==> src/xdma_config.svh <==
`ifndef XDMA_CONFIG_SVH
`define XDMA_CONFIG_SVH

// ------------------------------
// Address layout
// ------------------------------
// Byte address width
`define XDMA_ADDR_W 48
// Chip id sits in the top bits of the address
`define XDMA_CHIP_ID_W 8

// ------------------------------
// Payload and burst sizes
// ------------------------------
`define XDMA_NARROW_W 64
`define XDMA_WIDE_W 512
// Beat count field of a descriptor
`define XDMA_LEN_W 16

// ------------------------------
// Memory map constants
// ------------------------------
// One cluster spans 1 MiB
`define XDMA_CLUSTER_SPACE 48'h10_0000
// Checked against the low 40 bits only
`define XDMA_MAIN_MEM_BASE 40'h00_8000_0000
`define XDMA_MAIN_MEM_END 48'h1_0000_0000
// Each MMIO window below the region end
`define XDMA_WINDOW_BYTES 4096

// Max grants held at once
`define XDMA_GRANT_DEPTH 3

`endif

==> src/xdma_pkg.sv <==
`include "xdma_config.svh"

package xdma_pkg;

  // ------------------------------
  // Widths
  // ------------------------------
  localparam int unsigned AddrW = `XDMA_ADDR_W;
  localparam int unsigned ChipIdW = `XDMA_CHIP_ID_W;
  // Part of the address below the chip id
  localparam int unsigned LowW = AddrW - ChipIdW;

  // ------------------------------
  // Basic types
  // ------------------------------
  typedef logic [AddrW-1:0] addr_t;
  typedef logic [`XDMA_LEN_W-1:0] len_t;
  typedef logic [`XDMA_NARROW_W-1:0] narrow_data_t;
  typedef logic [`XDMA_WIDE_W-1:0] wide_data_t;

  // Per-burst side info, sampled with the first beat
  // A beat count of zero counts as one
  typedef struct packed {
    addr_t peer_addr;
    len_t  beats;
  } xfer_desc_t;

  // Outbound / inbound narrow write beat
  typedef struct packed {
    addr_t        addr;
    narrow_data_t data;
    logic         last;
  } narrow_beat_t;

  // Same for the wide side
  typedef struct packed {
    addr_t      addr;
    wide_data_t data;
    logic       last;
  } wide_beat_t;

  // Windows counted down from the region end
  typedef enum logic [1:0] {
    DataWin   = 2'd0,
    CfgWin    = 2'd1,
    GrantWin  = 2'd2,
    FinishWin = 2'd3
  } window_e;

  // ------------------------------
  // Address mapping
  // ------------------------------
  // First byte past the region that holds addr
  function automatic addr_t region_end(addr_t addr);
    addr_t mem_end;
    addr_t cl_mask;
    mem_end = addr_t'(`XDMA_MAIN_MEM_END);
    // Clears the offset inside one cluster
    cl_mask = ~(addr_t'(`XDMA_CLUSTER_SPACE) - addr_t'(1));
    if (addr[LowW-1:0] >= `XDMA_MAIN_MEM_BASE) begin
      // Main memory of the chip named in the top bits
      return {addr[AddrW-1:LowW], mem_end[LowW-1:0]};
    end
    return (addr & cl_mask) + addr_t'(`XDMA_CLUSTER_SPACE);
  endfunction

  // Start of window win below the region end
  function automatic addr_t window_base(addr_t addr, window_e win);
    addr_t offset;
    offset = addr_t'((int'(win) + 1) * `XDMA_WINDOW_BYTES);
    return region_end(addr) - offset;
  endfunction

  // Bytes per beat for a payload width in bits
  function automatic int unsigned beat_bytes(int unsigned width);
    return width / 8;
  endfunction

endpackage

==> src/xdma_window_demux.sv <==
`timescale 1ns/10ps

`include "xdma_config.svh"

module xdma_window_demux (
  // Own cluster base, static
  input  xdma_pkg::addr_t        cluster_base_i,
  // Narrow inbound writes
  input  xdma_pkg::narrow_beat_t in_i,
  input  logic                   in_valid_i,
  output logic                   in_ready_o,
  // Configuration stream
  output xdma_pkg::narrow_data_t cfg_o,
  output logic                   cfg_valid_o,
  input  logic                   cfg_ready_i,
  // Grant stream, content not needed
  output logic                   grant_valid_o,
  input  logic                   grant_ready_i,
  // Finish stream
  output xdma_pkg::narrow_data_t finish_o,
  output logic                   finish_valid_o,
  input  logic                   finish_ready_i
);

  // ------------------------------
  // Local window decode
  // ------------------------------
  xdma_pkg::addr_t cfg_base;
  xdma_pkg::addr_t grant_base;
  xdma_pkg::addr_t finish_base;
  logic            hit_cfg;
  logic            hit_grant;
  logic            hit_finish;

  // Below base wraps to a large offset, so one compare covers both ends
  function automatic logic in_window(xdma_pkg::addr_t addr, xdma_pkg::addr_t base);
    xdma_pkg::addr_t offset;
    offset = addr - base;
    return offset < xdma_pkg::addr_t'(`XDMA_WINDOW_BYTES);
  endfunction

  assign cfg_base    = xdma_pkg::window_base(cluster_base_i, xdma_pkg::CfgWin);
  assign grant_base  = xdma_pkg::window_base(cluster_base_i, xdma_pkg::GrantWin);
  assign finish_base = xdma_pkg::window_base(cluster_base_i, xdma_pkg::FinishWin);

  assign hit_cfg    = in_window(in_i.addr, cfg_base);
  assign hit_grant  = in_window(in_i.addr, grant_base);
  assign hit_finish = in_window(in_i.addr, finish_base);

  // ------------------------------
  // Steering
  // ------------------------------
  // Data fans out, valid goes to one port only
  assign cfg_o          = in_i.data;
  assign finish_o       = in_i.data;
  assign cfg_valid_o    = in_valid_i && hit_cfg;
  assign grant_valid_o  = in_valid_i && hit_grant;
  assign finish_valid_o = in_valid_i && hit_finish;

  // Windows never overlap
  always_comb begin
    if (hit_cfg) begin
      in_ready_o = cfg_ready_i;
    end else if (hit_grant) begin
      in_ready_o = grant_ready_i;
    end else if (hit_finish) begin
      in_ready_o = finish_ready_i;
    end else begin
      // Stray write, taken and dropped
      in_ready_o = 1'b1;
    end
  end

endmodule
==> config.mk <==
export PLATFORM = sky130hd
export DESIGN_NAME = xdma_window_demux
export DESIGN_NICKNAME = d
export VERILOG_FILES = /design/src/xdma_pkg.sv /design/src/xdma_window_demux.sv
export VERILOG_INCLUDE_DIRS = /design/src
export SDC_FILE = /design/constraint.sdc
export NUM_CORES = 1
export LEC_CHECK = 0
export BUFFER_PORTS_ARGS = -buffer_cell sky130_fd_sc_hd__buf_4
export CAP_MARGIN = 20
export CELL_PAD_IN_SITES_DETAIL_PLACEMENT = 0
export CELL_PAD_IN_SITES_GLOBAL_PLACEMENT = 1
export CORE_MARGIN = 2
export CORE_UTILIZATION = 37
export DETAILED_ROUTE_END_ITERATION = 12
export GPL_TIMING_DRIVEN = 0
export PLACE_DENSITY = 0.95
export SYNTH_ARGS = -nofsm -noshare
export SYNTH_HDL_FRONTEND = slang
export SYNTH_SLANG_ARGS = --single-unit
==> constraint.sdc <==
create_clock -name vclk -period 11.82
set_input_delay 1.182 -clock vclk [all_inputs]
set_output_delay 1.182 -clock vclk [all_outputs]
set_load 0.03 [all_outputs]
==> results of run 1 <==
[cell type report]
type	instances	area [um^2]	share of cell area, %
timing repair buffer	212	1600	18.0
inverter	42	158	1.77
buffer	172	1180	13.3
multi-input combinational	844	5650	63.6
tap	234	293	3.30
[cell usage after synthesis (11+ instances only)]
cell      number
inv_1         42
xor2_1        28
nand2_1      119
o21ai_0       68
ha_1          83
nor2_1        68
o31ai_1       11
nand2b_1      13
o21a_1        21
xnor2_1       38
a21o_1        14
nand3_1       28
clkbuf_1      18
a31oi_1       11
nor3_1        28
buf_2         16
buf_4        134
nor4_1        14
nand4_1       31
a21oi_1       82
mux2i_1       11
[logic make-up (layout without fill, tap and decap cells)]
kind of cell	count (synthesis)	after routing	synth area share, %
multiplexers	13	13	1.90
XOR/XNOR	66	66	8.29
AND/OR/NAND/NOR	355	355	25.1
adder cells (fa/ha/maj)	83	83	14.9
other	1	7	0.0538
buffers and inverters	214	426	19.2
AO/OA/AOI/OAI	320	320	30.5
[per-stage QoR]
step / hold WS, ps / worst slack (ps) / utilization, %
finish: 2580 / 3400 / 47.8
detailed placement: 2580 / 3560 / 47.7
floorplan: 2500 / 5000 / -
global placement: 2580 / 3410 / 47.7
CTS: 2580 / 3520 / 47.7
global route: 2580 / 2910 / 47.8
[routing by layer]
layer  up-vias  track usage [%]  share of wire (%)  routed length (um)
met2       531             42.1                 44               12400
met5         -                0              0.057                  16
met3        79             5.94                 11                3070
li1       4149                -                  -                   -
met1      3980             34.2                 41               11500
met4         2             7.84                3.7                1050
[worst max-delay path: stages]
cell      delay, ps
buf_4           110
nor4_1          260
nand2_1         110
nor4_1          580
clkbuf_1        380
nand2_1         100
ha_1            290
ha_1            400
clkbuf_1        580
nand4_1         370
nor4_1          690
nand2_1         150
o221ai_1        260
xnor2_1         160
nand4b_1        220
nor3_1          180
or3b_1          450
nor4_2          410
and2_1          180
buf_4           150
[worst max path at each step]
stage / startpoint / end / slack [ps]
2_1_floorplan: cluster_base_i[34] / finish_valid_o / 5000
3_3_place_gp: cluster_base_i[34] / finish_valid_o / 3410
3_5_place_dp: cluster_base_i[34] / finish_valid_o / 3560
4_1_cts: cluster_base_i[34] / finish_valid_o / 3520
5_1_grt: cluster_base_i[34] / in_ready_o / 2910
6_report: cluster_base_i[34] / finish_valid_o / 3400
[power by group through the flow]
| stage | clock (mW) | sequential [mW] | combinational [mW] |
|---|---|---|---|
| 3_5_place_dp | 0 | 0 | 0.525 |
| 3_3_place_gp | 0 | 0 | 0.526 |
| 4_1_cts | 0 | 0 | 0.527 |
| 2_1_floorplan | 0 | 0 | 0.363 |
| 6_report | 0 | 0 | 0.540 |
| 5_1_grt | 0 | 0 | 0.577 |
==> impl_metrics.ini, run 1 <==
[final_layout]
seq_cells = 0
final_cell_mix = buf_4 (345), nand2_1 (119), ha_1 (83)
clkbuf_count = 0
nets = 1520
fill_cells = 1989
register_area_um2 = 0
finalInstanceArea_mm2 = 0.00888
syn_to_final_growth_pct = 27.4
drive_above_1_share_pct = 30.1
diodes = 0
mostFrequentLayoutCell = buf_4
fin_cells = 1504

[grt]
antenna_found_initial = 1
grt_overflow_total = 0
grt_pass1_vias = 7823
grt_max_degree = 11
grt_pass1_wl_mm = 41.6
grt_usage_pct = 25.9

[die]
die_w_um = 141
start_util_pct = 37.5
dieArea_mm2 = 0.0200
io_pins = 297
rows = 50
coreArea_mm2 = 0.0186
die_y_um = 141

[power]
powerDensity_mw_per_mm2 = 60.8
p_leak_nw = 4.12
power_uw = 540
ir_drop_v = 0.0000243
p_int_uw = 208
pwr-share-comb_pct = 100.0
swShare_pct = 61.5
power_frac_seq_pct = 0
clockPowerShare_pct = 0
p_sw_uw = 332

[logic_synthesis]
yosysSeqAreaShare_pct = 0
synth_area_leaders = ha_1 (15%), buf_4 (14%), nand2_1 (6.4%), a21oi_1 (5.9%), o21ai_0 (4.9%)
synth_cell_type_count = 82
netlist.area_leader.share_pct = 14.9
syn_area_mm2 = 0.00697
yosysWarnings = 0
synthCells = 1052
syn_area_per_cell_um2 = 6.63
synth.largest_area_cell = ha_1

[cts]
cts_hold_buf = 0
cts_setup_buffers = 0
cts.repair.resized = 0

[detailed_routing]
wl_per_cell_um = 18.6
first_pass_iters = 5
avgViaCountPerCell = 5.81
routed_wirelength_mm = 28.0
drt_iter0_drc = 861
vias = 8741
drc = 0
drt.antenna.violating_nets = 0

[worst_hold_path]
min_delay_path_depth = 2
min_path_type = input port to primary output
holdPathEnd = cfg_o[7]
hp-start = in_i[8]

[placed_design]
hpwl_mm = 24.0
place_area_mm2 = 0.00887
globalplace.congestion = 1.04
port_buffers = 211
placed_cells = 1503

[setup_path]
critical_path_required_ps = 10640
crit_arrival_ps = 7230
path_max_fanout = 10
cp-end-kind = primary output
critPathLaunchType = input port
path_class = input port to primary output

[timing]
rsz0062_at_grt = no
setup_viol = 0
hold_viol = 0
fin_setup_tns_ps = 0
slew_viol_final = 0
tightest_slew_ps = 1220
period_share_pct = 71.2
fin_crit_ps = 8420
max_slew_margin_pct = 18.4
fmax_mhz = 119

[outcome]
status = completed

[job]
drv_cap = 0
Note: power is estimated with default switching activity, not from simulation.
==> run 2: changes to the inputs <==
Settings changed: CORE_UTILIZATION 37 to 34, PLACE_DENSITY 0.95 to 0.92.
Clock period 11.82 ns to 8.7 ns, I/O delays scaled along.
==> impl_metrics.ini, run 2 (synthesis results as in run 1) <==
[die]
die_y_um = 147
rows = 52
die_w_um = 147
dieArea_mm2 = 0.0217
coreArea_mm2 = 0.0202
io_pins = 297
start_util_pct = 34.6

[detailed_routing]
first_pass_iters = 5
routed_wirelength_mm = 28.4
drt_iter0_drc = 798
vias = 8606
drc = 0
avgViaCountPerCell = 5.58
drt.antenna.violating_nets = 0
wl_per_cell_um = 18.4

[setup_path]
crit_path_max_incr_delay_ps = 770
crit_buf_inv = 4
path_class = input port to primary output
crit_path_frequent_cell = nor4_1
worstSetupStartpoint = cluster_base_i[34]
path_max_fanout = 10
critPathLaunchType = input port
cpMaxStageDelayCell = nor4_1
critical_path_required_ps = 7830
cp_top_family = simple AND/OR/NAND/NOR gates
crit_arrival_ps = 6980
cp-endpoint = grant_valid_o
cp_cell_sequence = buf_4, nor4_1, nand2_1, nor4_1, clkbuf_1, nand2_1, ha_1, ha_1, clkbuf_1, nand4_1, nor4_1, nand3_1, mux2i_1, or4_1, nor4_1, nand4_1, nor4_1, and3_1, buf_4
cp-end-kind = primary output
cp.depth = 19

[timing]
max_slew_margin_pct = 21.7
period_share_pct = 90.2
fin_setup_tns_ps = 0
rsz0062_at_grt = no
hold_viol = 0
slew_viol_final = 0
tightest_slew_ps = 1160
fin_crit_ps = 7850
setup_viol = 0
setup_slack_ps = 852
fmax_mhz = 127

[placed_design]
hpwl_mm = 24.5
port_buffers = 211
pre_cts_slack_ps = 1020
globalplace.congestion = 1.03
place_area_mm2 = 0.00892

[final_layout]
mostFrequentLayoutCell = buf_4
clkbuf_count = 0
finalInstanceArea_mm2 = 0.00892
nets = 1520
final_cell_mix = buf_4 (345), nand2_1 (119), ha_1 (83)
fill_cells = 2185
syn_to_final_growth_pct = 28.0
drive_above_1_share_pct = 30.1
seq_cells = 0
register_area_um2 = 0

[cts]
cts_setup_buffers = 0
cts.repair.resized = 0
cts_hold_buf = 0

[outcome]
status = completed

[grt]
grt_pass1_vias = 7891
grt_max_degree = 11
grt_overflow_total = 0
grt_usage_pct = 24.6
grt_pass1_wl_mm = 43.0
antenna_found_initial = 1

[job]
drv_cap = 0

[worst_hold_path]
min_path_type = input port to primary output
hp-start = in_i[15]
## run 2: cell types whose count changed in the layout (fill, tap and decap cells not counted)
cell            delta
dlymetal6s2s_1     -1
diode_2            +1
buf_1              +1
## run 2: worst min-delay path by stage
stage	to	slack, ps	depth (start not counted)
floorplan	cfg_o[0]	1870	1
global placement	cfg_o[30]	1960	2
detailed placement	cfg_o[56]	1960	2
CTS	cfg_o[56]	1960	2
global route	cfg_o[14]	1960	2
finish	cfg_o[14]	1960	2
## run 2: area by class of cell
cell class	instances	area, um^2	share of cell area, %
multi-input cells	844	5650	63.4
repair buffers	212	1590	17.8
plain buffers	172	1180	13.3
well taps	270	338	3.79
inverters	42	158	1.77
diodes	1	2.50	0.0281
## run 2: per-layer routing
layer / vias to the layer above / GRT usage [%] / wire length, um
li1: 4149 / - / -
met1: 3962 / 33.1 / 12000
met2: 461 / 40.7 / 12900
met3: 34 / 4.47 / 2810
met4: 0 / 5.91 / 644
met5: - / 0 / 0
## run 2: stage by stage
| stage | utilization (%) | hold WS (ps) | std cells |
|---|---|---|---|
| after floorplan | - | 1870 | 1058 |
| after global placement | 44.2 | 1960 | 1539 |
| after detailed placement | 44.2 | 1960 | 1540 |
| after CTS | 44.2 | 1960 | 1540 |
| after global routing | 44.2 | 1960 | 1540 |
| final | 44.2 | 1960 | 1541 |
==> run 3: changes to the inputs <==
Settings changed: CORE_ASPECT_RATIO set to 0.75.
==> impl_metrics.ini, run 3 (synthesis results as in run 1) <==
[outcome]
status = completed

[final_layout]
seq_cells = 0
clkbuf_count = 0
drive_above_1_share_pct = 30.2
nets = 1521
final_cell_mix = buf_4 (345), nand2_1 (119), ha_1 (83)
mostFrequentLayoutCell = buf_4
utilization_pct = 44.2
fill_cells = 2153
syn_to_final_growth_pct = 27.9
register_area_um2 = 0
fin_cells = 1530

[timing]
fmax_mhz = 126
period_share_pct = 91.0
hold_viol = 0
max_slew_margin_pct = 29.1
setup_viol = 0
fin_crit_ps = 7920
rsz0062_at_grt = no
tightest_slew_ps = 1050
fin_setup_tns_ps = 0
slew_viol_final = 0

[setup_path]
critPathLaunchType = input port
path_class = input port to primary output
path_max_fanout = 10
crit_arrival_ps = 7050
cp-end-kind = primary output
critical_path_required_ps = 7830

[die]
dieArea_mm2 = 0.0217
die_y_um = 128
start_util_pct = 34.6
die_w_um = 169
coreArea_mm2 = 0.0202
io_pins = 297
rows = 45

[placed_design]
hpwl_mm = 25.2
globalplace.congestion = 1.02
placed_cells = 1529
port_buffers = 211

[worst_hold_path]
min_path_type = input port to primary output
min_delay_path_depth = 2
holdPathEnd = finish_o[48]
hp-start = in_i[49]

[job]
drv_cap = 0

[detailed_routing]
vias = 8672
first_pass_iters = 5
drc = 0
drt.antenna.violating_nets = 0
routed_wirelength_mm = 29.2
drt_iter0_drc = 786
avgViaCountPerCell = 5.67
wl_per_cell_um = 19.1

[grt]
grt_overflow_total = 0
grt_pass1_wl_mm = 43.2
grt_pass1_vias = 7729
antenna_found_initial = 0
grt_max_degree = 11
grt_usage_pct = 25.2

[cts]
cts_setup_buffers = 0
cts.repair.resized = 0
cts_hold_buf = 0
## run 3: cell types whose count changed in the layout (fill, tap and decap cells not counted)
cell / before / now
clkdlybuf4s15_2: 0 / 1
buf_2: 16 / 17
buf_1: 3 / 2
## run 3: through the flow
stage | hold WS, ps | cell area, um^2 | worst slack, ps
after floorplan | 1870 | 6990 | 2510
after global placement | 1960 | 8900 | 933
after detailed placement | 1960 | 8920 | 987
after CTS | 1960 | 8920 | 947
after global routing | 1960 | 8920 | 255
final | 1960 | 8920 | 781
## run 3: how the worst max path moves through the flow
stage,start,to,slack [ps],cells past startpoint
detailed placement,cluster_base_i[34],finish_valid_o,990,21
CTS,cluster_base_i[34],finish_valid_o,950,21
global route,cluster_base_i[34],in_ready_o,250,21
floorplan,cluster_base_i[34],finish_valid_o,2510,19
finish,cluster_base_i[34],in_ready_o,780,21
global placement,cluster_base_i[34],in_ready_o,930,21
## run 3: per-layer routing
metal | wire length [um] | vias up | part of all wire (%) | track usage [%]
li1 | - | 4151 | - | -
met1 | 13100 | 3990 | 45 | 36.4
met2 | 11800 | 501 | 40 | 36.8
met3 | 3920 | 30 | 13 | 8.49
met4 | 354 | 0 | 1.2 | 2.92
met5 | 0 | - | 0 | 0
## run 3: cell type report
class	count	area (um^2)	share of cell area, %
multi-input cells	844	5650	63.4
plain buffers	172	1180	13.3
diodes	1	2.50	0.0281
well taps	258	323	3.62
inverters	42	158	1.77
repair buffers	213	1600	17.9
## run 3: critical path, cell delays in order
cell and delay, ps:
buf_4 110, nor4_1 270, nand2_1 80, nor4_1 550, clkbuf_1 390, nand2_1 100
ha_1 290, ha_1 350, buf_2 240, nand2_1 240, o21ai_0 160, a21boi_0 530
o31ai_1 180, a21oi_1 340, nor2_1 90, a2111oi_0 830, nand4_1 180, or3b_1 490
nor4_2 410, a222oi_1 120, buf_4 210
