[src/xdma_config.svh]
`ifndef XDMA_CONFIG_SVH
`define XDMA_CONFIG_SVH

// ------------------------------
// Address layout
// ------------------------------
// Byte address width
`define XDMA_ADDR_W 48
// Chip id sits in the top bits of the address
`define XDMA_CHIP_ID_W 8

// ------------------------------
// Payload and burst sizes
// ------------------------------
`define XDMA_NARROW_W 64
`define XDMA_WIDE_W 512
// Beat count field of a descriptor
`define XDMA_LEN_W 16

// ------------------------------
// Memory map constants
// ------------------------------
// One cluster spans 1 MiB
`define XDMA_CLUSTER_SPACE 48'h10_0000
// Checked against the low 40 bits only
`define XDMA_MAIN_MEM_BASE 40'h00_8000_0000
`define XDMA_MAIN_MEM_END 48'h1_0000_0000
// Each MMIO window below the region end
`define XDMA_WINDOW_BYTES 4096

// Max grants held at once
`define XDMA_GRANT_DEPTH 3

`endif

[src/xdma_grant_gate.sv]
`timescale 1ns/10ps

`include "xdma_config.svh"

module xdma_grant_gate (
  input  logic clk_i,
  input  logic rst_ni,
  // Data stream between the source and the data writer
  input  logic data_valid_i,
  input  logic first_i,
  input  logic writer_ready_i,
  output logic data_valid_o,
  output logic data_ready_o,
  // Grant words from the receive side
  input  logic grant_valid_i,
  output logic grant_ready_o
);

  localparam int unsigned CntW = $clog2(`XDMA_GRANT_DEPTH + 1);
  localparam logic [CntW-1:0] MaxCredits = CntW'(`XDMA_GRANT_DEPTH);

  // ------------------------------
  // Credit counter
  // ------------------------------
  logic [CntW-1:0] credit_q;
  logic            has_credit;
  logic            allow;
  logic            consume;
  logic            add;

  assign has_credit = (credit_q != '0);

  // Only the opening beat needs a credit
  // Later beats of the burst go through freely
  assign allow = !first_i || has_credit;

  assign data_valid_o = data_valid_i && allow;
  assign data_ready_o = writer_ready_i && allow;

  // One credit per burst, spent on the first beat transfer
  assign consume = data_valid_i && writer_ready_i && first_i && has_credit;

  // Stop taking grants once full
  assign grant_ready_o = (credit_q != MaxCredits);
  assign add           = grant_valid_i && grant_ready_o;

  always_ff @(posedge clk_i or negedge rst_ni) begin
    if (!rst_ni) begin
      credit_q <= '0;
    end else begin
      case ({add, consume})
        2'b10:   credit_q <= credit_q + CntW'(1);
        2'b01:   credit_q <= credit_q - CntW'(1);
        // Both or neither, count unchanged
        default: credit_q <= credit_q;
      endcase
    end
  end

endmodule

[config.mk]
export PLATFORM = sky130hd
export DESIGN_NAME = xdma_grant_gate
export DESIGN_NICKNAME = d
export VERILOG_FILES = /design/src/xdma_grant_gate.sv
export VERILOG_INCLUDE_DIRS = /design/src
export SDC_FILE = /design/constraint.sdc
export NUM_CORES = 1
export LEC_CHECK = 0
export ABC_AREA = 1
export BUFFER_PORTS_ARGS = -buffer_cell sky130_fd_sc_hd__buf_2
export CORE_AREA = 2 2 39 41
export CTS_CLUSTER_DIAMETER = 200
export DETAILED_ROUTE_END_ITERATION = 16
export DIE_AREA = 0 0 41 43
export PLACE_DENSITY = 0.3
export REMOVE_ABC_BUFFERS = 1
export SKIP_LAST_GASP = 1
export SLEW_MARGIN = 20
export SYNTH_ARGS = -nofsm -noshare
export SYNTH_HDL_FRONTEND = slang
export SYNTH_SLANG_ARGS = --single-unit
[constraint.sdc]
create_clock -name clk_i -period 1.5 [get_ports clk_i]
set_input_delay 0.3 -clock clk_i [delete_from_list [all_inputs] [get_ports clk_i]]
set_output_delay 0.3 -clock clk_i [all_outputs]
set_load 0.005 [all_outputs]
==> results.cfg, run 1 <==
[cts]
cts.path.max_buffers = 2
cts_root_buffer = clkbuf_4
cts_buffers = 3
cts_setup_buffers = 0
clk_pin_slew_ps = 30
htreeDepth = 1
clock-sinks = 2
cts_tree = built
clk_latency_ps = 220

[cells_and_area]
final_util_pct = 17.5
largest_reg_flops = 2
nets = 42
final_cells = 49
n_antenna_cell = 0
finalInstanceArea_sq_um = 243
multiInputGateArea_sq_um = 85.1
drive_gt1_share_pct = 36.4
syn2layout_area_growth_pct = 64.4
seq_area_sq_um = 50.0
reg_top3 = credit_q (2)
regMostFlops = credit_q
fillerInstances = 160

[setup_path]
arrival_ps = 1050
cp-end-kind = primary output
path_class = reg2out
slowest_stage = dfrtp_1
cp_top_family = flip-flops
cp_slowest_stage_delay_ps = 420
r2r_slack_ps = 150
startpoint_type = flop
cp_cell_sequence = nor2_2, a21boi_0, buf_2
crit_cells = 3
required_ps = 1200
reg2reg_depth = 7
worst-path-max-fanout = 5
crit_buf_inv = 1

[power_and_ir_drop]
power.switching_w = 0.000151
powerDensity_nw_per_um2 = 1640
comb_power_share_pct = 40.2
pwr-share-seq_pct = 30.2
vdd_drop_max_mv = 0.645
leakagePower_nw = 0.130
p_int_w = 0.000247
power.share.clock_pct = 29.5
swShare_pct = 37.9

[drt]
ant_nets = 0
drt_pass1_iterations = 2
viasPerCell = 3.45
wire_per_inst_microns = 8.02
drc_errors = 0
wl_microns = 393
dr.first_iter.drc_count = 2
via_count = 169

[job]
maxCapViolCount = 0

[floorplanning]
rows = 14
die-area_sq_um = 1760
dieHeight_microns = 43
io_pins = 9
placeableCoreArea_sq_um = 1380
start_util_pct = 10.7
dieWidth_microns = 41

[timing]
finalSetupTns_ps = 0
setup_violations = 0
period_share_pct = 90.2
fin_skew_ps = 3.39
period_minus_slack_ps = 1350
rsz0062_at_grt = no
slew_headroom_pct = 88.4
slew_viol_final = 0
fmax_ghz = 0.739
max_slew.worst_pin.slew_ps = 175
hold_viol = 0

[placed_design]
portBuffers = 8
place_area_sq_um = 208
place.gp.congestion = 0.617
dpl.cell_count = 45

[global_route]
grt_pass1_vias = 179
grt_max_degree = 6
antenna_found_initial = 0
grt_pass1_wl_microns = 600
overflow = 0
gr-usage-all-layers_pct = 5.32

[logic_synthesis]
yosys_warnings = 0
synthCells = 21
netlist_area_sq_um = 148
synth_cell_type_count = 9
avgSynthCellArea_sq_um = 7.03
yosysSeqAreaShare_pct = 33.9
ys_ff_latch = 2

[min_path]
min-delay-path-class = in2async

[run_status]
status = finished, final reports clean
## what timing repair did
action / CTS / global route
hold endpoints to repair: 2 / 0
endpoints found under the setup margin: 0 / 2
gates resized for setup: 0 / 1
hold buffers: 1 / 0
## placed cells by master (no fill, tap or decap)
cell type / count
buf_2: 8
nand2_1: 6
inv_1: 4
clkbuf_4: 3
a21boi_0: 2
nand3_1: 2
dfrtp_1: 2
nor2_2: 1
nor2_1: 1
xnor2_1: 1
nand4_1: 1
ha_1: 1
dlygate4sd3_1: 1
## final timing paths
check / from / endpoint
setup / recovery: credit_q[0]$_DFFE_PN0P_ / data_ready_o
hold / removal: rst_ni / credit_q[0]$_DFFE_PN0P_
setup reg to reg: credit_q[0]$_DFFE_PN0P_ / credit_q[1]$_DFFE_PN0P_
hold reg to reg: credit_q[1]$_DFFE_PN0P_ / credit_q[1]$_DFFE_PN0P_
max in group asynchronous: rst_ni / credit_q[1]$_DFFE_PN0P_
min in group clk_i: grant_valid_i / credit_q[0]$_DFFE_PN0P_
## power groups by stage
stage | combinational (W) | clock (W) | sequential [W]
2_1_floorplan | 0.000107 | 0 | 0.000110
6_report | 0.000160 | 0.000118 | 0.000120
5_1_grt | 0.000184 | 0.000128 | 0.000128
4_1_cts | 0.000159 | 0.000127 | 0.000114
3_5_place_dp | 0.000156 | 0 | 0.000115
3_3_place_gp | 0.000151 | 0 | 0.000112
## layout make-up
class                   instances  share of cell area [%]
multi-input cells              15                    35.1
repair buffers                  9                    20.6
well taps                      16                    8.25
flip-flops and latches          2                    20.6
inverters                       4                    6.19
clock buffers                   3                    9.28
## Yosys cell counts
cell type / number / area share (%)
nand2_1: 6 / 15
nor2_1: 2 / 5.1
nand3_1: 2 / 6.8
a21boi_0: 2 / 10
dfrtp_1: 2 / 34
inv_1: 4 / 10
nand4_1: 1 / 4.2
ha_1: 1 / 8.5
xnor2_1: 1 / 5.9
## cells by family (layout without fill, tap and decap cells)
logic type | Yosys count | after routing | share of synthesized area [%]
simple gates | 11 | 11 | 31.4
buf+inv | 4 | 16 | 10.2
compound gates | 2 | 2 | 10.2
flops | 2 | 2 | 33.9
fa+ha+maj | 1 | 1 | 8.47
xor+xnor | 1 | 1 | 5.93
## metrics by stage
stage | total power, W | hold WS, ps | worst slack [ps]
final | 0.000398 | 391 | 148
after global routing | 0.000440 | 401 | 45.4
after CTS | 0.000401 | 379 | 77.7
after detailed placement | 0.000271 | 88.2 | 110
after global placement | 0.000263 | 85.3 | 160
after floorplan | 0.000217 | 4.41 | 239
## per-layer routing
layer	up-vias	track usage (%)	part of all wire, %	wire length, microns
li1	91	-	-	-
met1	69	4.82	48	190
met2	9	8.13	45	175
met3	0	3.14	6.9	27
met4	0	4.00	0	0
met5	-	0	0	0
No activity file was read; power rests on OpenSTA's default activity.
==> run 2, diff against run 1 <==
--- a/config.mk
+++ b/config.mk
@@ -12,7 +12,6 @@
 export CTS_CLUSTER_DIAMETER = 200
 export DETAILED_ROUTE_END_ITERATION = 16
 export DIE_AREA = 0 0 41 43
-export PLACE_DENSITY = 0.3
 export REMOVE_ABC_BUFFERS = 1
 export SKIP_LAST_GASP = 1
 export SLEW_MARGIN = 20
==> run 2 against run 1 <==
Effect of this change: sequential share of layout area rose by 0.21 points; hold slack improved by 4.1 ps; utilization fell by 0.18 points; via count rose by 3.0%; register-to-register slack barely moved; largest cell class unchanged; clock skew fell by 3.1 ps; maximum frequency fell by 0.68%; combinational power fell by 5%; wire length fell by 21%; sequential power fell by 4%; worst setup slack got worse by 9.3 ps.
==> results.cfg, run 2 (synthesized netlist as in run 1, its figures left out) <==
[setup_path]
path_class = reg2reg
cp-end-kind = flop
cp_slowest_stage_delay_ps = 410
cp_top_family = simple AND/OR/NAND/NOR gates
reg2reg_depth = 7
worst-path-max-fanout = 5
arrival_ps = 1470
cp_cell_sequence = nor2_1, nor2_1, ha_1, inv_1, nand3_1, nand2_1, nand2_1
startpoint = credit_q[0]$_DFFE_PN0P_
required_ps = 1610
r2r_slack_ps = 140
crit_buf_inv = 1
startpoint_type = flop
worstReg2RegEnd = credit_q[1]$_DFFE_PN0P_
r2r_start = credit_q[0]$_DFFE_PN0P_
slowest_stage = dfrtp_1

[cells_and_area]
n_antenna_cell = 0
regMostFlops = credit_q
seq_area_sq_um = 50.0
nets = 42
final_cells = 49
most-common-layout-cells = 8 x buf_2, 6 x nand2_1, 4 x inv_1, 3 x clkbuf_4
largest_reg_flops = 2
multiInputGateArea_sq_um = 82.6
final_common_cell = buf_2
reg_top3 = credit_q (2)
fillerInstances = 158
syn2layout_area_growth_pct = 62.7
drive_gt1_share_pct = 33.3

[timing]
fin_skew_ps = 0.280
setup_violations = 0
period_minus_slack_ps = 1360
slew_viol_final = 0
fmax_ghz = 0.734
slew_headroom_pct = 88.7
max_slew.worst_pin.slew_ps = 169
fin_hold_ws_ps = 395
finalSetupTns_ps = 0
period_share_pct = 90.8
rsz0062_at_grt = no
hold_viol = 0

[global_route]
gr-usage-all-layers_pct = 4.71
grt_max_degree = 6
grt_pass1_wl_microns = 462
overflow = 0
grt_pass1_vias = 154
antenna_found_initial = 0

[drt]
drt_pass1_iterations = 2
drc_errors = 0
wl_microns = 310
viasPerCell = 3.55
ant_nets = 0
wire_per_inst_microns = 6.33
dr.first_iter.drc_count = 2
via_count = 174

[floorplanning]
dieHeight_microns = 43
start_util_pct = 10.7
placeableCoreArea_sq_um = 1380
dieWidth_microns = 41
rows = 14
die-area_sq_um = 1760
io_pins = 9

[cts]
cts.path.max_buffers = 2
cts_root_buffer = clkbuf_4
cts_resized = 0
clock-sinks = 2
clk_pin_slew_ps = 30
htreeDepth = 1
clk_latency_ps = 220
cts_tree = built
cts_buffers = 3

[placed_design]
portBuffers = 8
place.gp.congestion = 0.460
dpl.cell_count = 45
dp_hpwl_microns = 244

[power_and_ir_drop]
leakagePower_nw = 0.130
vdd_drop_max_mv = 0.317
powerDensity_nw_per_um2 = 1590

[min_path]
min-delay-path-class = in2async

[run_status]
status = finished, final reports clean

[job]
maxCapViolCount = 0
run 2: cell counts in the layout (fill, tap and decap cells not counted):
No cell type changed its count.
run 2: final cells by class:
cell class / instances / area share, %
timing repair buffer: 9 / 20.8
sequential: 2 / 20.8
clock buffer: 3 / 9.38
inverter: 4 / 6.25
multi-input combinational: 15 / 34.4
tap: 16 / 8.33
run 2: metrics by stage:
| step | util (%) | area [sq um] | worst slack, ps | power (W) |
|---|---|---|---|---|
| 3_3_place_gp | 15.0 | 208 | 161 | 0.000262 |
| 4_1_cts | 17.4 | 240 | 126 | 0.000395 |
| 5_1_grt | 17.4 | 240 | 19.6 | 0.000433 |
| 2_1_floorplan | - | 148 | 239 | 0.000217 |
| 6_report | 17.4 | 240 | 138 | 0.000382 |
| 3_5_place_dp | 15.0 | 208 | 144 | 0.000267 |
run 2: per-layer routing:
metal | GRT usage, % | wire length (microns)
met3 | 1.57 | 32
met4 | 10.0 | 0
met5 | 0 | 0
met1 | 2.24 | 127
met2 | 6.88 | 150
run 2: how the worst max path moves through the flow:
stage	slack [ps]	endpoint	cells after the start
floorplan	240	credit_q[1]$_DFFE_PN0P_	7
global placement	160	credit_q[1]$_DFFE_PN0P_	7
detailed placement	140	credit_q[1]$_DFFE_PN0P_	7
CTS	130	data_valid_o	3
global route	20	credit_q[1]$_DFFE_PN0P_	7
finish	140	credit_q[1]$_DFFE_PN0P_	7
run 2: power by group:
part           leakage [nW]  switching, W  internal, W
Sequential           0.0238     0.0000318    0.0000835
Clock                0.0138     0.0000269    0.0000879
Combinational        0.0925     0.0000792    0.0000725
Total                 0.130      0.000138     0.000244
run 2: what timing repair did:
action / 4_1_cts / 5_1_grt
endpoints found under the setup margin: 0 / 0
endpoints found under the hold margin: 2 / 0
hold buffers: 1 / 0
buffers inserted: 0 / 0
==> run 3, diff against run 2 <==
--- a/config.mk
+++ b/config.mk
@@ -13,6 +13,7 @@
 export DETAILED_ROUTE_END_ITERATION = 16
 export DIE_AREA = 0 0 41 43
 export REMOVE_ABC_BUFFERS = 1
+export SETUP_SLACK_MARGIN = 0.5
 export SKIP_LAST_GASP = 1
 export SLEW_MARGIN = 20
 export SYNTH_ARGS = -nofsm -noshare
==> run 3 against run 2 <==
Effect of this change: clock power about the same; die area unchanged; wire length up 18%; global-route usage up 0.40 points; combinational power up 57%; cell count up 6.1%; clock-buffer cell count unchanged; largest power group unchanged.
==> results.cfg, run 3 (synthesized netlist as in run 1, its figures left out) <==
[global_route]
overflow = 0
grtUsageMet3_pct = 1.57
busiest_layer = met4
grt_max_degree = 6
grt.met1_usage_pct = 2.56
gr-usage-all-layers_pct = 5.12
met2_usage_pct = 7.81
grt_pass1_wl_microns = 517
antenna_found_initial = 0
grt_pass1_vias = 170

[setup_path]
endpoint = credit_q[0]$_DFFE_PN0P_
r2r_start = credit_q[0]$_DFFE_PN0P_
reg2reg_depth = 5
worstReg2RegEnd = credit_q[0]$_DFFE_PN0P_
worst-path-max-fanout = 5
cp-end-kind = flop
r2r_slack_ps = 230
startpoint = credit_q[0]$_DFFE_PN0P_
required_ps = 1600
path_class = reg2reg
arrival_ps = 1370
startpoint_type = flop

[drt]
wire_per_inst_microns = 7.02
dr.first_iter.drc_count = 0
wl_microns = 365
drc_errors = 0
drt_pass1_iterations = 1
ant_nets = 0
via_count = 192
viasPerCell = 3.69

[cts]
clk_pin_slew_ps = 30
clk_latency_ps = 220
cts.path.max_buffers = 2
cts_root_buffer = clkbuf_4
cts_tree = built
cts_buffers = 3
clock-sinks = 2
htreeDepth = 1

[timing]
period_share_pct = 84.9
slew_viol_final = 0
fmax_ghz = 0.785
slew_headroom_pct = 89.4
hold_viol = 0
max_slew.worst_pin.slew_ps = 160
setup_violations = 0
period_minus_slack_ps = 1270
fin_skew_ps = 0.314
rsz0062_at_grt = yes
finalSetupTns_ps = 0

[floorplanning]
dieHeight_microns = 43
io_pins = 9
die-area_sq_um = 1760
rows = 14
placeableCoreArea_sq_um = 1380
dieWidth_microns = 41
start_util_pct = 10.7

[job]
maxCapViolCount = 0

[cells_and_area]
n_antenna_cell = 0
regMostFlops = credit_q
largest_reg_flops = 2
most-common-layout-cells = 8 x buf_2, 6 x nand2_1, 4 x inv_1, 3 x clkbuf_4, 3 x buf_4
fillerInstances = 160
reg_top3 = credit_q (2)
drive_gt1_share_pct = 44.4
syn2layout_area_growth_pct = 84.7
final_common_cell = buf_2
nets = 45
multiInputGateArea_sq_um = 92.6
seq_area_sq_um = 50.0

[placed_design]
dp_hpwl_microns = 244
portBuffers = 8
place.gp.congestion = 0.460

[min_path]
min-delay-path-class = in2async

[power_and_ir_drop]
total_power_w = 0.000470
vdd_drop_max_mv = 0.324
leakagePower_nw = 0.151
powerDensity_nw_per_um2 = 1720

[run_status]
status = finished, final reports clean
[run 3: cell count changes in the layout (fill, tap and decap cells not counted)]
cell / before / now
buf_4: 0 / 3
a21boi_0: 2 / 0
a21boi_1: 0 / 2
nor2_1: 2 / 1
nor2_2: 0 / 1
xnor2_1: 1 / 0
xnor2_2: 0 / 1
[run 3: layout make-up]
type,instances,share of cell area [%]
Multi-Input combinational cell,15,33.9
Timing Repair Buffer,12,26.6
Sequential cell,2,18.3
Clock buffer,3,8.26
Tap cell,16,7.34
Inverter,4,5.50
[run 3: worst min path at each step]
stage	to	cells past startpoint
floorplan	credit_q[0]$_DFFE_PN0P_	0
global placement	credit_q[1]$_DFFE_PN0P_	1
detailed placement	credit_q[1]$_DFFE_PN0P_	1
CTS	credit_q[0]$_DFFE_PN0P_	2
global route	credit_q[0]$_DFFE_PN0P_	2
finish	credit_q[0]$_DFFE_PN0P_	2
[run 3: report_power, final]
| group | total (W) | internal [W] | switching, W | leakage (nW) |
|---|---|---|---|---|
| logic | 0.000239 | 0.000133 | 0.000106 | 0.113 |
| clock network | 0.000115 | 0.0000880 | 0.0000274 | 0.0138 |
| registers | 0.000115 | 0.0000835 | 0.0000315 | 0.0238 |
[run 3: timing repair]
| item | 4_1_cts | 5_1_grt |
|---|---|---|
| endpoints found under the setup margin | 5 | 5 |
| resized for setup | 3 | 1 |
| hold buffers | 1 | 0 |
| endpoints found under the hold margin | 2 | 0 |
| pin swaps | 4 | 1 |
| setup buffers | 2 | 1 |
[run 3: critical path, cell delays in order (launching register included)]
cell and delay (ps):
dfrtp_1 410, nor2_2 130, nor2_1 50, ha_1 290
buf_4 150, xnor2_2 120
[run 3: per-layer routing]
layer	wire (microns)	part of all wire [%]
met1	137	38
met3	32	8.8
met4	0	0
met5	0	0
met2	195	53
[run 3: stage by stage]
| stage | cells | setup WS, ps | util (%) | hold slack (ps) | area, sq um |
|---|---|---|---|---|---|
| after CTS | 51 | 222 | 18.6 | 381 | 258 |
| final | 52 | 226 | 19.7 | 394 | 273 |
| after global routing | 52 | 126 | 19.7 | 410 | 273 |
| after detailed placement | 45 | 144 | 15.0 | 86.6 | 208 |
| after floorplan | 21 | 239 | - | 4.41 | 148 |
| after global placement | 45 | 161 | 15.0 | 87.1 | 208 |
